`src/design/fe_pkg.sv`:
```
`default_nettype none

package fe_pkg;

    //////////////////////////////////////////////////////////////////////
    // Datapath and memory sizes
    //////////////////////////////////////////////////////////////////////

    localparam int xlen      = 32;
    localparam int mem_words = 256;
    localparam int mem_aw    = 8;

    localparam logic [xlen-1:0] reset_pc = '0;

    // Fetch queue and fetch credit sizing
    localparam int queue_depth   = 4;
    localparam int queue_aw      = $clog2(queue_depth);
    localparam int credit_w      = $clog2(queue_depth + 1);
    localparam int max_in_flight = 2;
    localparam int trk_aw        = $clog2(max_in_flight);

    // Credits granted by decode after reset
    localparam int dn_credits  = 2;
    localparam int dn_credit_w = $clog2(dn_credits + 1);

    //////////////////////////////////////////////////////////////////////
    // Major opcodes, bits 31:26 of the instruction word
    //////////////////////////////////////////////////////////////////////

    localparam int op_w = 6;

    localparam logic [op_w-1:0] op_jirl = 6'h13;
    localparam logic [op_w-1:0] op_b    = 6'h14;
    localparam logic [op_w-1:0] op_bl   = 6'h15;
    localparam logic [op_w-1:0] op_beq  = 6'h16;
    localparam logic [op_w-1:0] op_bne  = 6'h17;
    localparam logic [op_w-1:0] op_blt  = 6'h18;
    localparam logic [op_w-1:0] op_bge  = 6'h19;
    localparam logic [op_w-1:0] op_bltu = 6'h1a;
    localparam logic [op_w-1:0] op_bgeu = 6'h1b;

    //////////////////////////////////////////////////////////////////////
    // Branch type codes seen by decode
    //////////////////////////////////////////////////////////////////////

    localparam int br_type_w = 4;

    localparam logic [br_type_w-1:0] br_none = 4'd0;
    localparam logic [br_type_w-1:0] br_jirl = 4'd3;
    localparam logic [br_type_w-1:0] br_b    = 4'd4;
    localparam logic [br_type_w-1:0] br_bl   = 4'd5;
    localparam logic [br_type_w-1:0] br_beq  = 4'd6;
    localparam logic [br_type_w-1:0] br_bne  = 4'd7;
    localparam logic [br_type_w-1:0] br_blt  = 4'd8;
    localparam logic [br_type_w-1:0] br_bge  = 4'd9;
    localparam logic [br_type_w-1:0] br_bltu = 4'd10;
    localparam logic [br_type_w-1:0] br_bgeu = 4'd11;

endpackage

`default_nettype wire

```
`src/design/fetch_unit.sv`:
```
`default_nettype none

module fetch_unit (
    input  logic                         clk,
    input  logic                         rst,
    // Memory request through the arbiter
    output logic                         f_req,
    output logic [fe_pkg::xlen-1:0]      f_addr,
    input  logic                         f_gnt,
    input  logic                         f_rvalid,
    input  logic [fe_pkg::xlen-1:0]      f_rdata,
    // Pre-decoder
    output logic [fe_pkg::xlen-1:0]      pd_inst,
    output logic [fe_pkg::xlen-1:0]      pd_pc,
    input  logic [fe_pkg::br_type_w-1:0] pd_br_type,
    input  logic [fe_pkg::xlen-1:0]      pd_pred_pc,
    input  logic                         pd_redirect,
    // Fetch queue
    output logic                         q_push,
    output logic [fe_pkg::xlen-1:0]      q_inst,
    output logic [fe_pkg::xlen-1:0]      q_pc,
    output logic [fe_pkg::br_type_w-1:0] q_br_type,
    output logic [fe_pkg::xlen-1:0]      q_pred_pc,
    input  logic                         q_credit,
    // Back-end redirect
    input  logic                         redir_valid,
    input  logic [fe_pkg::xlen-1:0]      redir_pc
);
    import fe_pkg::*;

    logic [xlen-1:0]     pc;
    logic [credit_w-1:0] credits;
    logic                running;
    logic                epoch;

    // Outstanding reads, oldest at trk_rd
    logic [xlen-1:0]     trk_pc    [max_in_flight];
    logic                trk_epoch [max_in_flight];
    logic [trk_aw-1:0]   trk_wr;
    logic [trk_aw-1:0]   trk_rd;
    logic [trk_aw:0]     trk_cnt;

    logic                issue;
    logic                ret_good;
    logic                ret_stale;

    assign f_req  = running && (credits != '0) &&
                    (trk_cnt < (trk_aw+1)'(max_in_flight));
    assign f_addr = pc;
    assign issue  = f_gnt;

    // A return from an old epoch, or one that meets a redirect, is dropped
    assign ret_good  = f_rvalid && (trk_epoch[trk_rd] == epoch) && !redir_valid;
    assign ret_stale = f_rvalid && !ret_good;

    assign pd_inst = f_rdata;
    assign pd_pc   = trk_pc[trk_rd];

    assign q_push    = ret_good;
    assign q_inst    = f_rdata;
    assign q_pc      = trk_pc[trk_rd];
    assign q_br_type = pd_br_type;
    assign q_pred_pc = pd_pred_pc;

    //////////////////////////////////////////////////////////////////////
    // PC, epoch and credit bookkeeping
    //////////////////////////////////////////////////////////////////////

    always_ff @(posedge clk) begin
        if (rst) begin
            pc      <= reset_pc;
            credits <= credit_w'(queue_depth);
            running <= 1'b0;
            epoch   <= 1'b0;
            trk_wr  <= '0;
            trk_rd  <= '0;
            trk_cnt <= '0;
        end else begin
            running <= 1'b1;
            // Spend at issue, refund on squash or when the queue frees a slot
            credits <= credits - credit_w'(issue) + credit_w'(ret_stale)
                       + credit_w'(q_credit);
            trk_cnt <= trk_cnt + (trk_aw+1)'(issue) - (trk_aw+1)'(f_rvalid);
            if (issue) begin
                trk_wr <= trk_wr + trk_aw'(1);
            end
            if (f_rvalid) begin
                trk_rd <= trk_rd + trk_aw'(1);
            end
            if (redir_valid) begin
                pc    <= redir_pc;
                epoch <= ~epoch;
            end else if (ret_good && pd_redirect) begin
                pc    <= pd_pred_pc;
                epoch <= ~epoch;
            end else if (issue) begin
                pc <= pc + xlen'(4);
            end
        end
    end

    // Tracking slots, written at issue
    always_ff @(posedge clk) begin
        if (issue) begin
            trk_pc[trk_wr]    <= pc;
            trk_epoch[trk_wr] <= epoch;
        end
    end

endmodule

`default_nettype wire

```
`config.mk`:
```
export PLATFORM = sky130hd
export DESIGN_NAME = fetch_unit
export DESIGN_NICKNAME = d
export VERILOG_FILES = /design/src/design/fe_pkg.sv /design/src/design/fetch_unit.sv
export SDC_FILE = /design/constraint.sdc
export NUM_CORES = 1
export LEC_CHECK = 0
export ABC_AREA = 1
export BUFFER_PORTS_ARGS = -buffer_cell sky130_fd_sc_hd__buf_4
export CORE_MARGIN = 2
export CORE_UTILIZATION = 30
export DETAILED_ROUTE_END_ITERATION = 12
export PLACE_DENSITY = 0.64
export SLEW_MARGIN = 20
export SYNTH_ARGS = -nofsm -noshare
export SYNTH_HDL_FRONTEND = slang
export SYNTH_SLANG_ARGS = --single-unit
```
`constraint.sdc`:
```
create_clock -name clk -period 4.1 [get_ports clk]
set_input_delay 0.205 -clock clk [delete_from_list [all_inputs] [get_ports clk]]
set_output_delay 0.205 -clock clk [all_outputs]
set_load 0.03 [all_outputs]
```
# Word level (Yosys, flattened, before mapping)
# Memories as Yosys holds them, arrays and structs flattened. A register that Yosys moved wholly into a read port is not among the register bits.
# Cells that the tools add are included.
dict set report totals {
  regBits 41
  ram_bits 66
  input_bits 107
  out_inout_bits 198
  wordCells 43
  memories 2
}
dict set report op_classes {
  add_sub_neg 8
  n_lt_le_gt_ge 1
  n_eq_ne 1
  mux 12
  n_bitwise 1
  reduce_logical 11
}
# name depth word_bits read_ports rd_clocked_by_memory_dff wr line_no
set mem_list {}
lappend mem_list {trk_pc 2 32 1 1 1 fetch_unit.sv:37} ;# logic [xlen-1:0] trk_pc [max_in_flight];
lappend mem_list {trk_epoch 2 1 1 1 1 fetch_unit.sv:38} ;# logic trk_epoch [max_in_flight];
# cell count
set ops {}
lappend ops {{32-bit two-way mux} 3}
lappend ops {{32-bit by 3-bit adder with 32-bit output (second input constant)} 1}
lappend ops {{1-bit two-way mux} 9}
lappend ops {{3-bit by 1-bit adder with 3-bit output} 2}
lappend ops {{1-bit logical AND} 6}
lappend ops {{3-bit nonzero test} 2}
lappend ops {{3-bit by 1-bit subtractor with 3-bit output} 1}
lappend ops {{1-bit adder (second input constant)} 2}
lappend ops {{2-bit by 1-bit adder with 2-bit output} 1}
lappend ops {{1-bit zero test} 2}
lappend ops {{2-bit < comparator (second input constant)} 1}
lappend ops {{2-bit nonzero test} 1}
lappend ops {{2-bit by 1-bit subtractor with 2-bit output} 1}
lappend ops {{1-bit equality test} 1}
lappend ops {{1-bit NOT} 1}

# Logic depth before layout (Yosys ltp)
# Gate-level depths: netlist of the first run.
dict set report depth {
  word_depth 7
  ltp_mapped 13
  mapped_depth_nobuf 12
}

# Worst setup path after synthesis of the first run
# No wires, ideal clock.
dict set report synth_path {
  kind {register -> register}
  from {reg trk_wr}
  to {mem trk_epoch[0] (enable)}
  setup_time_ns 0.424
  arrival_ns 1.718
  setup_slack_ns 1.958
  stages_incl_launch_ff 2
  path_buffers 0
  period_less_slack_ns 2.142
  cell_sequence {dfxtp_1 nor2_1}
}
# item line_no
set synth_lines {}
lappend synth_lines {{from (decl)} fetch_unit.sv:39} ;# logic [trk_aw-1:0] trk_wr;
lappend synth_lines {{from (signal assigned)} fetch_unit.sv:85} ;# trk_wr <= trk_wr + trk_aw'(1);
lappend synth_lines {{to (decl)} fetch_unit.sv:38}
# No word-level cell before the write port.

==> metrics.md, run 1 <==
| Metric | Value |
|---|---|
| Hpwl dp | 14810 um |
| Final setup viols | 0 |
| Cts repair resizes | 0 |
| Num CTS Buffers | 9 |
| Number of global-route vias before repair | 5121 |
| Syn Area/Cell | between 7 and 8 sq um |
| Clk pin slew, worst setup/hold paths | 0.07 ns |
| Via count | 5370 |
| Cell count after synthesis | 836 |
| Most frequent cells in the layout | nand2_1, buf_4, nor2_1 |
| Syn Std Cell Area | roughly 0.0065 sq mm |
| Clock root cell | clkbuf_16 |
| Sequential cell area | between 0.002 and 0.003 sq mm |
| Yosys reg bits | 108 |
| NumNets Final | 1004 |
| Xor-xnor portion of the synthesized cell area | 0.01473 |
| Commonest non-fill, non-tap cell in the layout | nand2_1 |
| First drt pass iteration count | 4 |
| Iter 0 DRT Violations | between 200 and 300 |
| Area Growth Syn to Fin | 15.32% |
| Async set-reset flop share out of synthesis | 0 |
| Kind of critical path | register to register |
| PnR worst setup slack | 1.319 ns |
| Critical path startpoint category | register |
| Critical path's most frequent cell | nand2_1 |
| Final hold viol count | 0 |
| Buf+Inv Stages, Crit Path | 2 |
| Hold endpoint | f_addr[1]$_SDFFE_PP0P_ |
| Yosys warning total | 0 |
| Via/cell ratio | approximately 4.6 |
| Critical path's slowest cell | dfxtp_2 |
| R2R Path End | f_addr[29]$_SDFFE_PP0N_ |
| Filler cells | 2292 |
| Clk buf depth | 2 |
| Adder-cell share of the synthesized area | 0.01377 |
| Fin crit share | 0.6782 |
| Area occupied by multi-input gates | approximately 0.0024 sq mm |
| Antenna Nets Post-Route | 0 |
| Seq/Total Area, Yosys | 0.4316 |
| Post-CTS setup repair buffer count | 0 |
| Critical Path, Cell by Cell | buf_4 -> nand2_1 -> nand3_2 -> nand4_4 -> nand2_4 -> inv_4 -> nor2_1 -> nand2_1 -> a21oi_1 |
| R2R setup slack | 1.32 ns |
| Share of layout cells above drive strength 1 | 0.2746 |
| Slew headroom | 0.2783 |
| Status | completed |
| WHS Path Cells | 3 |
| Routed len/inst | 16.78 um |
| Hold-fix buffers at CTS | 0 |
| GRT Resource Usage Total | 0.1671 |
| Grt total ovfl | 0 |
| Antenna violations before repair | 0 |
| Boundary Pins | between 300 and 400 |
| Routed WL | roughly 20000 um |
| Distinct cells, synth | 38 |
| Post-layout util | 0.3488 |
| Largest family of logic cells by synthesized area | simple AND/OR/NAND/NOR gates |
| First-pass GRT wire length | roughly 29000 um |
| Total power | 3.040 mW |
| Non-filler instance count after layout | 1176 |
| Maximum clock rate | between 0.3 and 0.4 GHz |
| Worst-Margin Slew | 1.080 ns |
| Dpl ws | 1.341 ns |
| Fin. max-slew vios | 0 |
| Hold WC Path Type | input port to register |
| Worst path required time | 4.39 ns |
| Ys flop type | edfxtp_1 |
| Hold path start | redir_pc[1] |
| Worst skew pair latency | 0.36 ns |
| Post-synth EDFFs | 66 |
| CP max stage delay | 0.57 ns |
| # rows | 54 |
| Die Area | 0.02300 sq mm |
| Peak VDD IR | approximately 0.00021 V |
| Synth Area in Compound Gates | 0.06103 |
| RSZ-0062 raised after global routing | no |
| Post-route cell area | approximately 0.0075 sq mm |
| Leak Pwr | 3.341 nW |
| Hold Worst Slack | 0.1221 ns |
| Max-cap violations | 0 |
| Crit path max-delay family | simple AND/OR/NAND/NOR gates |
| Largest net degree at the start of global routing | 44 |
| Placed cell area | 0.007264 sq mm |
| Worst Path Arrival | 3.07 ns |
| Syn Nets | 949 |
| Simple logic cell fraction of the synthesized area | 0.2740 |
| Crit path max fanout | 43 |
| Clk sinks | 108 |
| Clock H-tree levels | 3 |
| Crit path time final | 2.781 ns |
| Mux share of post-synthesis cell area | 0 |
| Core area | between 0.02 and 0.025 sq mm |
| Die W | approximately 150 um |
| Layout Skew | 0.007950 ns |
| Die Y | 151.7 um |
| # port buffers | 200 |
| CTS tree | built |
| Post-route DRC | 0 |
| Reg2Reg Depth | 9 |
| Power Dens Cells | 403.0 mW/mm^2 |
| Ant. Diodes | 0 |
| CP endpoint kind | register |
| GPL Wtd Cong | roughly 0.85 |
| Initial core utilization | 0.3025 |
| Placed Cells | ~1200 |
| Final TNS setup | 0 ns |
[area by class of cell]
type	count	share of cell area
clock buffers	11	0.03086
clock inverters	5	0.005972
inverters	47	0.02405
multi-input cells	522	0.3162
flip-flops and latches	108	0.3744
well taps	280	0.04645
repair buffers	203	0.2021
[power breakdown]
group          switching [mW]  total [mW]  internal, mW
Clock                   0.415       0.836         0.422
Sequential             0.0926        1.34          1.25
Combinational           0.551       0.859         0.307
[worst max-delay path by stage]
stage,slack (ns),start,depth (start not counted),endpoint
global route,1.03,register,9,f_addr[29]$_SDFFE_PP0N_
finish,1.32,register,9,f_addr[29]$_SDFFE_PP0N_
floorplan,1.96,trk_wr$_SDFFE_PP0P_,1,trk_epoch[0]$_DFFE_PP_
global placement,1.38,register,9,f_addr[18]$_SDFFE_PP0N_
CTS,1.32,register,9,f_addr[11]$_SDFFE_PP0N_
detailed placement,1.34,register,9,f_addr[11]$_SDFFE_PP0N_
[metal layers]
| layer | part of all wire | track usage | routed length (um) | vias to the layer above |
|---|---|---|---|---|
| li1 | - | - | - | 2650 |
| met1 | 0.42 | 0.2028 | 8205 | 2470 |
| met2 | 0.49 | 0.2849 | 9608 | 186 |
| met3 | 0.059 | 0.03054 | 1174 | 64 |
| met4 | 0.038 | 0.08194 | 748 | 0 |
| met5 | 0 | 0 | 0 | - |
[worst reg2reg max path, cell delays in order, from the launching register on]
cell and delay (ns):
dfxtp_2 0.57, buf_4 0.33, nand2_1 0.13, nand3_2 0.12, nand4_4 0.50, nand2_4 0.45
inv_4 0.26, nor2_1 0.16, nand2_1 0.07, a21oi_1 0.13
[Yosys cell counts, types with 3 or more instances]
master,count,area (sq um)
or2_2,5,31.28
nand3b_1,4,30.03
nor2_2,9,56.30
buf_2,5,25.02
xor2_1,5,43.79
buf_6,7,78.83
nor2_1,77,289.0
xnor2_1,6,52.55
ha_1,4,50.05
dfxtp_1,42,840.8
nand2_2,3,18.77
o21ai_0,19,95.09
clkbuf_1,13,48.80
nand3_1,45,225.2
buf_4,134,1006
inv_1,44,165.2
nand2_1,277,1040
a21oi_1,41,205.2
edfxtp_1,66,1982
o21bai_1,4,30.03
o211ai_1,3,22.52
[logic make-up (layout without fill, tap and decap cells)]
| group | Yosys count | in the layout |
|---|---|---|
| AO/OA/AOI/OAI | 73 | 73 |
| XOR/XNOR | 11 | 11 |
| adder cells (fa/ha/maj) | 6 | 6 |
| buffers and inverters | 206 | 266 |
| flip-flops | 108 | 108 |
| AND/OR/NAND/NOR | 432 | 432 |
[flip-flops by register name, summed over array words and instances, names as in the netlist, named ones only]
| register | count |
|---|---|
| f_addr | 32 |
| running | 1 |
| trk_wr | 1 |
| trk_rd | 1 |
| trk_epoch | 2 |
| trk_pc | 64 |
| credits | 3 |
| epoch | 1 |
| trk_cnt | 2 |
Power figures use the tool's default switching activity.
==> inputs of run 2 (changes only) <==
--- a/config.mk
+++ b/config.mk
@@ -10,7 +10,7 @@
 export CORE_MARGIN = 2
 export CORE_UTILIZATION = 30
 export DETAILED_ROUTE_END_ITERATION = 12
-export PLACE_DENSITY = 0.64
+export PLACE_DENSITY = 0.66
 export SLEW_MARGIN = 20
 export SYNTH_ARGS = -nofsm -noshare
 export SYNTH_HDL_FRONTEND = slang
==> constraint.sdc (replaced) <==
create_clock -name clk -period 2.45 [get_ports clk]
set_input_delay 0.1225 -clock clk [delete_from_list [all_inputs] [get_ports clk]]
set_output_delay 0.1225 -clock clk [all_outputs]
set_load 0.03 [all_outputs]
==> run 2 against run 1 <==
  * Critical path depth increased by 2
  * Count of clock-buffer cells in the layout decreased by 2
  * Design area increased by 1.2%
  * Global-route usage increased by 0.63 points
  * Critical endpoint is now f_addr[20]$_SDFFE_PP0N_
==> metrics.md, run 2 (synthesized netlist as in run 1, its figures left out) <==
| Metric | Value |
|---|---|
| Commonest non-fill, non-tap cell in the layout | nand2_1 |
| Post-route DRC | 0 |
| Fin. max-slew vios | 0 |
| Iter 0 DRT Violations | 260 |
| First-pass GRT wire length | 29640 um |
| CTS tree | built |
| Clock root cell | clkbuf_16 |
| Max-cap violations | 0 |
| Area occupied by multi-input gates | 0.002385 sq mm |
| Initial core utilization | 0.3025 |
| Hpwl dp | 15460 um |
| Hold path start | redir_pc[15] |
| Leak Pwr | 3.399 nW |
| Die Area | 0.02300 sq mm |
| Via count | around 5400 |
| Boundary Pins | 305 |
| Biggest register | trk_pc |
| Critical path's slowest cell | dfxtp_1 |
| CP endpoint kind | register |
| Via/cell ratio | between 4 and 5 |
| Sequential cell area | 0.002824 sq mm |
| Crit path max fanout | 8 |
| NumNets Final | 1013 |
| R2R setup slack | around 0.5 ns |
| Largest net degree at the start of global routing | 44 |
| Post-CTS setup repair buffer count | 0 |
| Critical path's most frequent cell | nand2_1 |
| Most frequent cells in the layout | nand2_1, buf_4, nor2_1 |
| Critical path startpoint category | register |
| Core area | about 0.022 sq mm |
| Worst-Margin Slew | just over 0.7 ns |
| Antenna violations before repair | 0 |
| Critical R2R Launch | f_addr[2]$_SDFFE_PP0N_ |
| Peak VDD IR | ~0.00035 V |
| Grt total ovfl | 0 |
| Fin crit share | 0.7951 |
| Ant. Diodes | 0 |
| Final TNS setup | 0 ns |
| CP max stage delay | 0.46 ns |
| Area Growth Syn to Fin | 16.68% |
| Clk pin slew, worst setup/hold paths | ~0.08 ns |
| Post-layout util | 0.3530 |
| Clock H-tree levels | 3 |
| GRT Resource Usage Total | 0.1734 |
| Kind of critical path | register to register |
| Hold WC Path Type | input port to register |
| Worst path required time | 2.73 ns |
| Worst skew pair latency | between 0.3 and 0.4 ns |
| Status | completed |
| RSZ-0062 raised after global routing | no |
| Slew headroom | 0.5262 |
| # rows | 54 |
| Routed len/inst | 17.09 um |
| Share of layout cells above drive strength 1 | 0.2840 |
| Cts repair resizes | 0 |
| Routed WL | 20250 um |
| Number of global-route vias before repair | 5085 |
| Num CTS Buffers | 9 |
| Buf+Inv Stages, Crit Path | 0 |
| Die W | about 150 um |
| Clk sinks | roughly 110 |
| Power Dens Cells | 681.8 mW/mm^2 |
| Antenna Nets Post-Route | 0 |
| Crit path max-delay family | simple AND/OR/NAND/NOR gates |
| Worst Path Arrival | 2.23 ns |
| Filler cells | 2288 |
| GPL Wtd Cong | 0.8500 |
| Maximum clock rate | around 0.51 GHz |
| Final setup viols | 0 |
| Hold-fix buffers at CTS | 0 |
| Layout Skew | 0.01340 ns |
| Die Y | ~150 um |
| Largest register FFs | 64 |
| # port buffers | 200 |
| Critical Path, Cell by Cell | ha_1 -> nand2_1 -> nor2_1 -> nand2_2 -> nor2_2 -> nand2_1 -> nand2_1 -> nand2_1 -> nand2_1 -> nand2_1 -> a21oi_1 |
| Crit path from | f_addr[2]$_SDFFE_PP0N_ |
| Crit path time final | 1.948 ns |
| Clk buf depth | 2 |
| First drt pass iteration count | 5 |
| Hold Worst Slack | a little over 0.05 ns |
| Final hold viol count | 0 |
==> run 2: cell count changes in the layout (fill, tap and decap cells not counted) <==
| cell | previous run | this run |
|---|---|---|
| inv_8 | 1 | 0 |
| clkinv_2 | 0 | 2 |
| bufinv_16 | 0 | 1 |
| inv_6 | 1 | 2 |
| clkinv_4 | 2 | 1 |
| clkbuf_1 | 2 | 0 |
| buf_4 | 203 | 212 |
==> run 2: worst paths after layout <==
kind	cells past startpoint	end
worst min-delay path	3	f_addr[15]$_SDFFE_PP0N_
worst min register to register	0	trk_pc[0][1]$_DFFE_PP_
worst max-delay path	11	f_addr[20]$_SDFFE_PP0N_
worst max register to register	11	f_addr[20]$_SDFFE_PP0N_
==> run 2: area by class of cell <==
type | count | share of cell area
inverter | 47 | 0.02377
sequential | 108 | 0.3701
tap | 280 | 0.04591
timing repair buffer | 212 | 0.2086
clock inverter | 7 | 0.009674
clock buffer | 9 | 0.02951
multi-input combinational | 522 | 0.3125
==> run 2: layer usage <==
metal / up-vias / GRT usage / wire length (um)
li1: 2676 / - / -
met1: 2457 / 0.2185 / 8298
met2: 200 / 0.2962 / 9993
met3: 43 / 0.03323 / 1484
met4: 0 / 0.06157 / 473
met5: - / 0 / 0
==> run 2: power breakdown <==
part | leakage (nW) | switching, mW | internal [mW]
combinational | 2.27 | 0.941 | 0.528
sequential | 0.979 | 0.141 | 2.09
clock | 0.146 | 0.700 | 0.799
total | 3.40 | 1.78 | 3.42
==> run 2: through the flow <==
stage	std cells	setup WS, ns	instance area [sq um]	total power [mW]
after global routing	1185	0.3300	7631	5.455
after CTS	1185	0.5317	7631	5.258
after floorplan	836	0.3083	6540	3.469
after detailed placement	1169	0.5412	7332	3.770
final	1185	0.5021	7631	5.203
after global placement	1169	0.5708	7332	3.749
==> run 2: worst reg2reg max path, stage by stage, from the launching register on <==
cell	delay, ns
dfxtp_1	0.46
ha_1	0.23
nand2_1	0.08
nor2_1	0.17
nand2_2	0.18
nor2_2	0.28
nand2_1	0.09
nand2_1	0.07
nand2_1	0.05
nand2_1	0.07
nand2_1	0.05
a21oi_1	0.15
==> inputs of run 3 (changes only) <==
==> constraint.sdc (replaced) <==
create_clock -name clk -period 1.7 [get_ports clk]
set_input_delay 0.085 -clock clk [delete_from_list [all_inputs] [get_ports clk]]
set_output_delay 0.085 -clock clk [all_outputs]
set_load 0.03 [all_outputs]
==> run 3 against run 2 <==
  * The run now ends with negative setup slack left
  * Design area up 9.0%
  * Setup slack worse by 0.58 ns
  * Clock skew down 0.0042 ns
  * First-iteration DRC count down 5.4%
  * Clock power up 39%
  * Core utilization up 3.2 points
  * Total power up 47%
  * Sequential cell count unchanged
  * Die area unchanged
  * Critical path type unchanged
  * Critical endpoint is now credits[1]$_SDFF_PP0_
  * Largest power group unchanged
==> metrics.md, run 3 (synthesized netlist as in run 1, its figures left out) <==
| Metric | Value |
|---|---|
| Routed WL | 20550 um |
| Num CTS Buffers | 9 |
| Commonest non-fill, non-tap cell in the layout | nand2_1 |
| Ant. Diodes | 0 |
| Final setup viols | 2 |
| PnR worst setup slack | -0.07455 ns |
| Crit path time final | around 1.8 ns |
| Critical R2R Launch | trk_epoch[0]$_DFFE_PP_ |
| R2R Path End | credits[1]$_SDFF_PP0_ |
| WHS Path Cells | 3 |
| # rows | 54 |
| Clock H-tree levels | 3 |
| NumNets Final | 1077 |
| Sw Pwr | approximately 2.7 mW |
| Via/cell ratio | roughly 4.5 |
| Worst Path Arrival | 2.02 ns |
| Switching part of the total | 0.3512 |
| Initial core utilization | 0.3025 |
| Critical path startpoint category | register |
| Int Power | 4.967 mW |
| Clk sinks | 108 |
| Fin. max-slew vios | 0 |
| Iter 0 DRT Violations | 246 |
| Post-layout util | 0.3847 |
| RSZ-0062 raised after global routing | yes |
| Routed len/inst | 16.45 um |
| CTS tree | built |
| Antenna Nets Post-Route | 0 |
| Largest net degree at the start of global routing | 41 |
| Max-cap violations | 0 |
| CP max stage delay | 0.43 ns |
| Maximum clock rate | 0.5635 GHz |
| Largest register FFs | between 60 and 70 |
| Slew headroom | 0.5771 |
| # port buffers | 200 |
| Status | finished with violations |
| Filler cells | 2287 |
| Final hold viol count | 0 |
| Die W | ~150 um |
| Final TNS setup | -0.1439 ns |
| Clk pin slew, worst setup/hold paths | 0.08 ns |
| Boundary Pins | 305 |
| First-pass GRT wire length | between 20000 and 30000 um |
| Kind of critical path | register to register |
| Number of global-route vias before repair | 5253 |
| Die Area | ~0.023 sq mm |
| GRT Resource Usage Total | 0.1747 |
| Hpwl dp | 15740 um |
| Worst path required time | 1.94 ns |
| Share of layout cells above drive strength 1 | 0.3591 |
| Post-route DRC | 0 |
| Worst-Margin Slew | 0.6336 ns |
| Via count | 5606 |
| Failing checks | negative setup slack |
| Worst skew pair latency | 0.36 ns |
| Area Growth Syn to Fin | 27.17% |
| GPL Wtd Cong | 0.8693 |
| Hold endpoint | f_addr[23]$_SDFFE_PP0N_ |
| Antenna violations before repair | 0 |
| Sequential share of power | 0.412 |
| Most frequent cells in the layout | nand2_1, buf_4, nor2_1 |
| Crit path max-delay family | adder cells |
| Buf+Inv Stages, Crit Path | 2 |
| Critical path's slowest cell | fa_2 |
| Power Dens Cells | about 920 mW/mm^2 |
| R2R setup slack | -0.07 ns |
| Hold path start | redir_pc[23] |
| Clock root cell | clkbuf_16 |
| Power share of the clock group | 0.273 |
| Leak Pwr | 3.782 nW |
| First drt pass iteration count | 5 |
| Critical Path, Cell by Cell | nand2_2 -> nand3_2 -> nand2_2 -> o21ai_2 -> fa_2 -> inv_2 -> fa_2 -> inv_2 -> nor2_1 |
| Core area | around 0.022 sq mm |
| Crit path max fanout | 2 |
| Die Y | approximately 150 um |
| Clk buf depth | 2 |
| Fin crit share | 1.044 |
| Biggest register | trk_pc |
| Grt total ovfl | 0 |
| Logic pwr share | 0.315 |
| Reg2Reg Depth | 9 |
| Layout Skew | 0.009214 ns |
| CP endpoint kind | register |
| Peak VDD IR | 0.0004610 V |
| Hold WC Path Type | input port to register |
-- run 3: cell count changes in the layout (fill, tap and decap cells not counted), sizes merged --
cell	before	now
dlygate4sd3	0	3
clkinv	4	2
clkbuf	9	10
clkinvlp	1	2
buf	212	272
bufinv	1	0
inv	48	50
-- run 3: how the worst max path moves through the flow --
stage	depth (start not counted)	start	slack (ns)	endpoint
floorplan	12	register	-0.13	credits[2]$_SDFF_PP1_
global placement	11	register	-0.1	credits[2]$_SDFF_PP1_
detailed placement	10	trk_epoch[0]$_DFFE_PP_	-0.21	credits[2]$_SDFF_PP1_
CTS	11	register	-0.12	credits[2]$_SDFF_PP1_
global route	9	trk_epoch[0]$_DFFE_PP_	-0.15	credits[1]$_SDFF_PP0_
finish	9	trk_epoch[0]$_DFFE_PP_	-0.07	credits[1]$_SDFF_PP0_
-- run 3: area by class of cell --
type,count,area [sq um],share of cell area
Clock inverter,7,60.06,0.007221
Clock buffer,9,225.2,0.02708
Timing Repair Buffer,276,2166,0.2604
Tap cell,280,350.3,0.04212
Multi-Input combinational cell,522,2495,0.3000
Inverter,47,186.4,0.02242
Sequential cell,108,2834,0.3408
-- run 3: repair_timing --
item	in CTS	in global routing
resized for setup	9	40
endpoints found under the setup margin	4	79
endpoints found under the hold margin	3	0
pin swaps	7	10
buffers inserted	1	6
hold buffers	3	0
gates cloned	0	1
-- run 3: layer usage --
metal,vias to the layer above,track usage,part of all wire
li1,2796,-,-
met1,2583,0.2122,0.40
met2,169,0.2935,0.49
met3,58,0.03713,0.064
met4,0,0.08611,0.039
met5,-,0,0
-- run 3: through the flow --
step	setup slack, ns	hold slack, ns	instance area, sq um	total power [mW]	instances
2_1_floorplan	-0.1262	0.1544	6545	5.001	836
3_3_place_gp	-0.09749	0.1703	7770	5.531	1222
3_5_place_dp	-0.2078	0.1703	7770	5.568	1222
4_1_cts	-0.1239	0.003039	8117	7.691	1242
5_1_grt	-0.1532	0.01693	8317	8.008	1249
6_report	-0.07455	0.01068	8317	7.654	1249
-- run 3: power by group through the flow --
stage                     clock, mW  combinational, mW  sequential [mW]
after global placement            0               2.32             3.21
after CTS                      2.14               2.40             3.15
after detailed placement          0               2.36             3.21
final                          2.09               2.41             3.15
after global routing           2.22               2.61             3.18
after floorplan                   0               1.67             3.34
-- run 3: tightest hold or removal path: cells and delay by family --
| kind | cells | cell delay [ns] |
|---|---|---|
| compound gates | 2 | 0.17 |
| buf+inv | 1 | 0.08 |
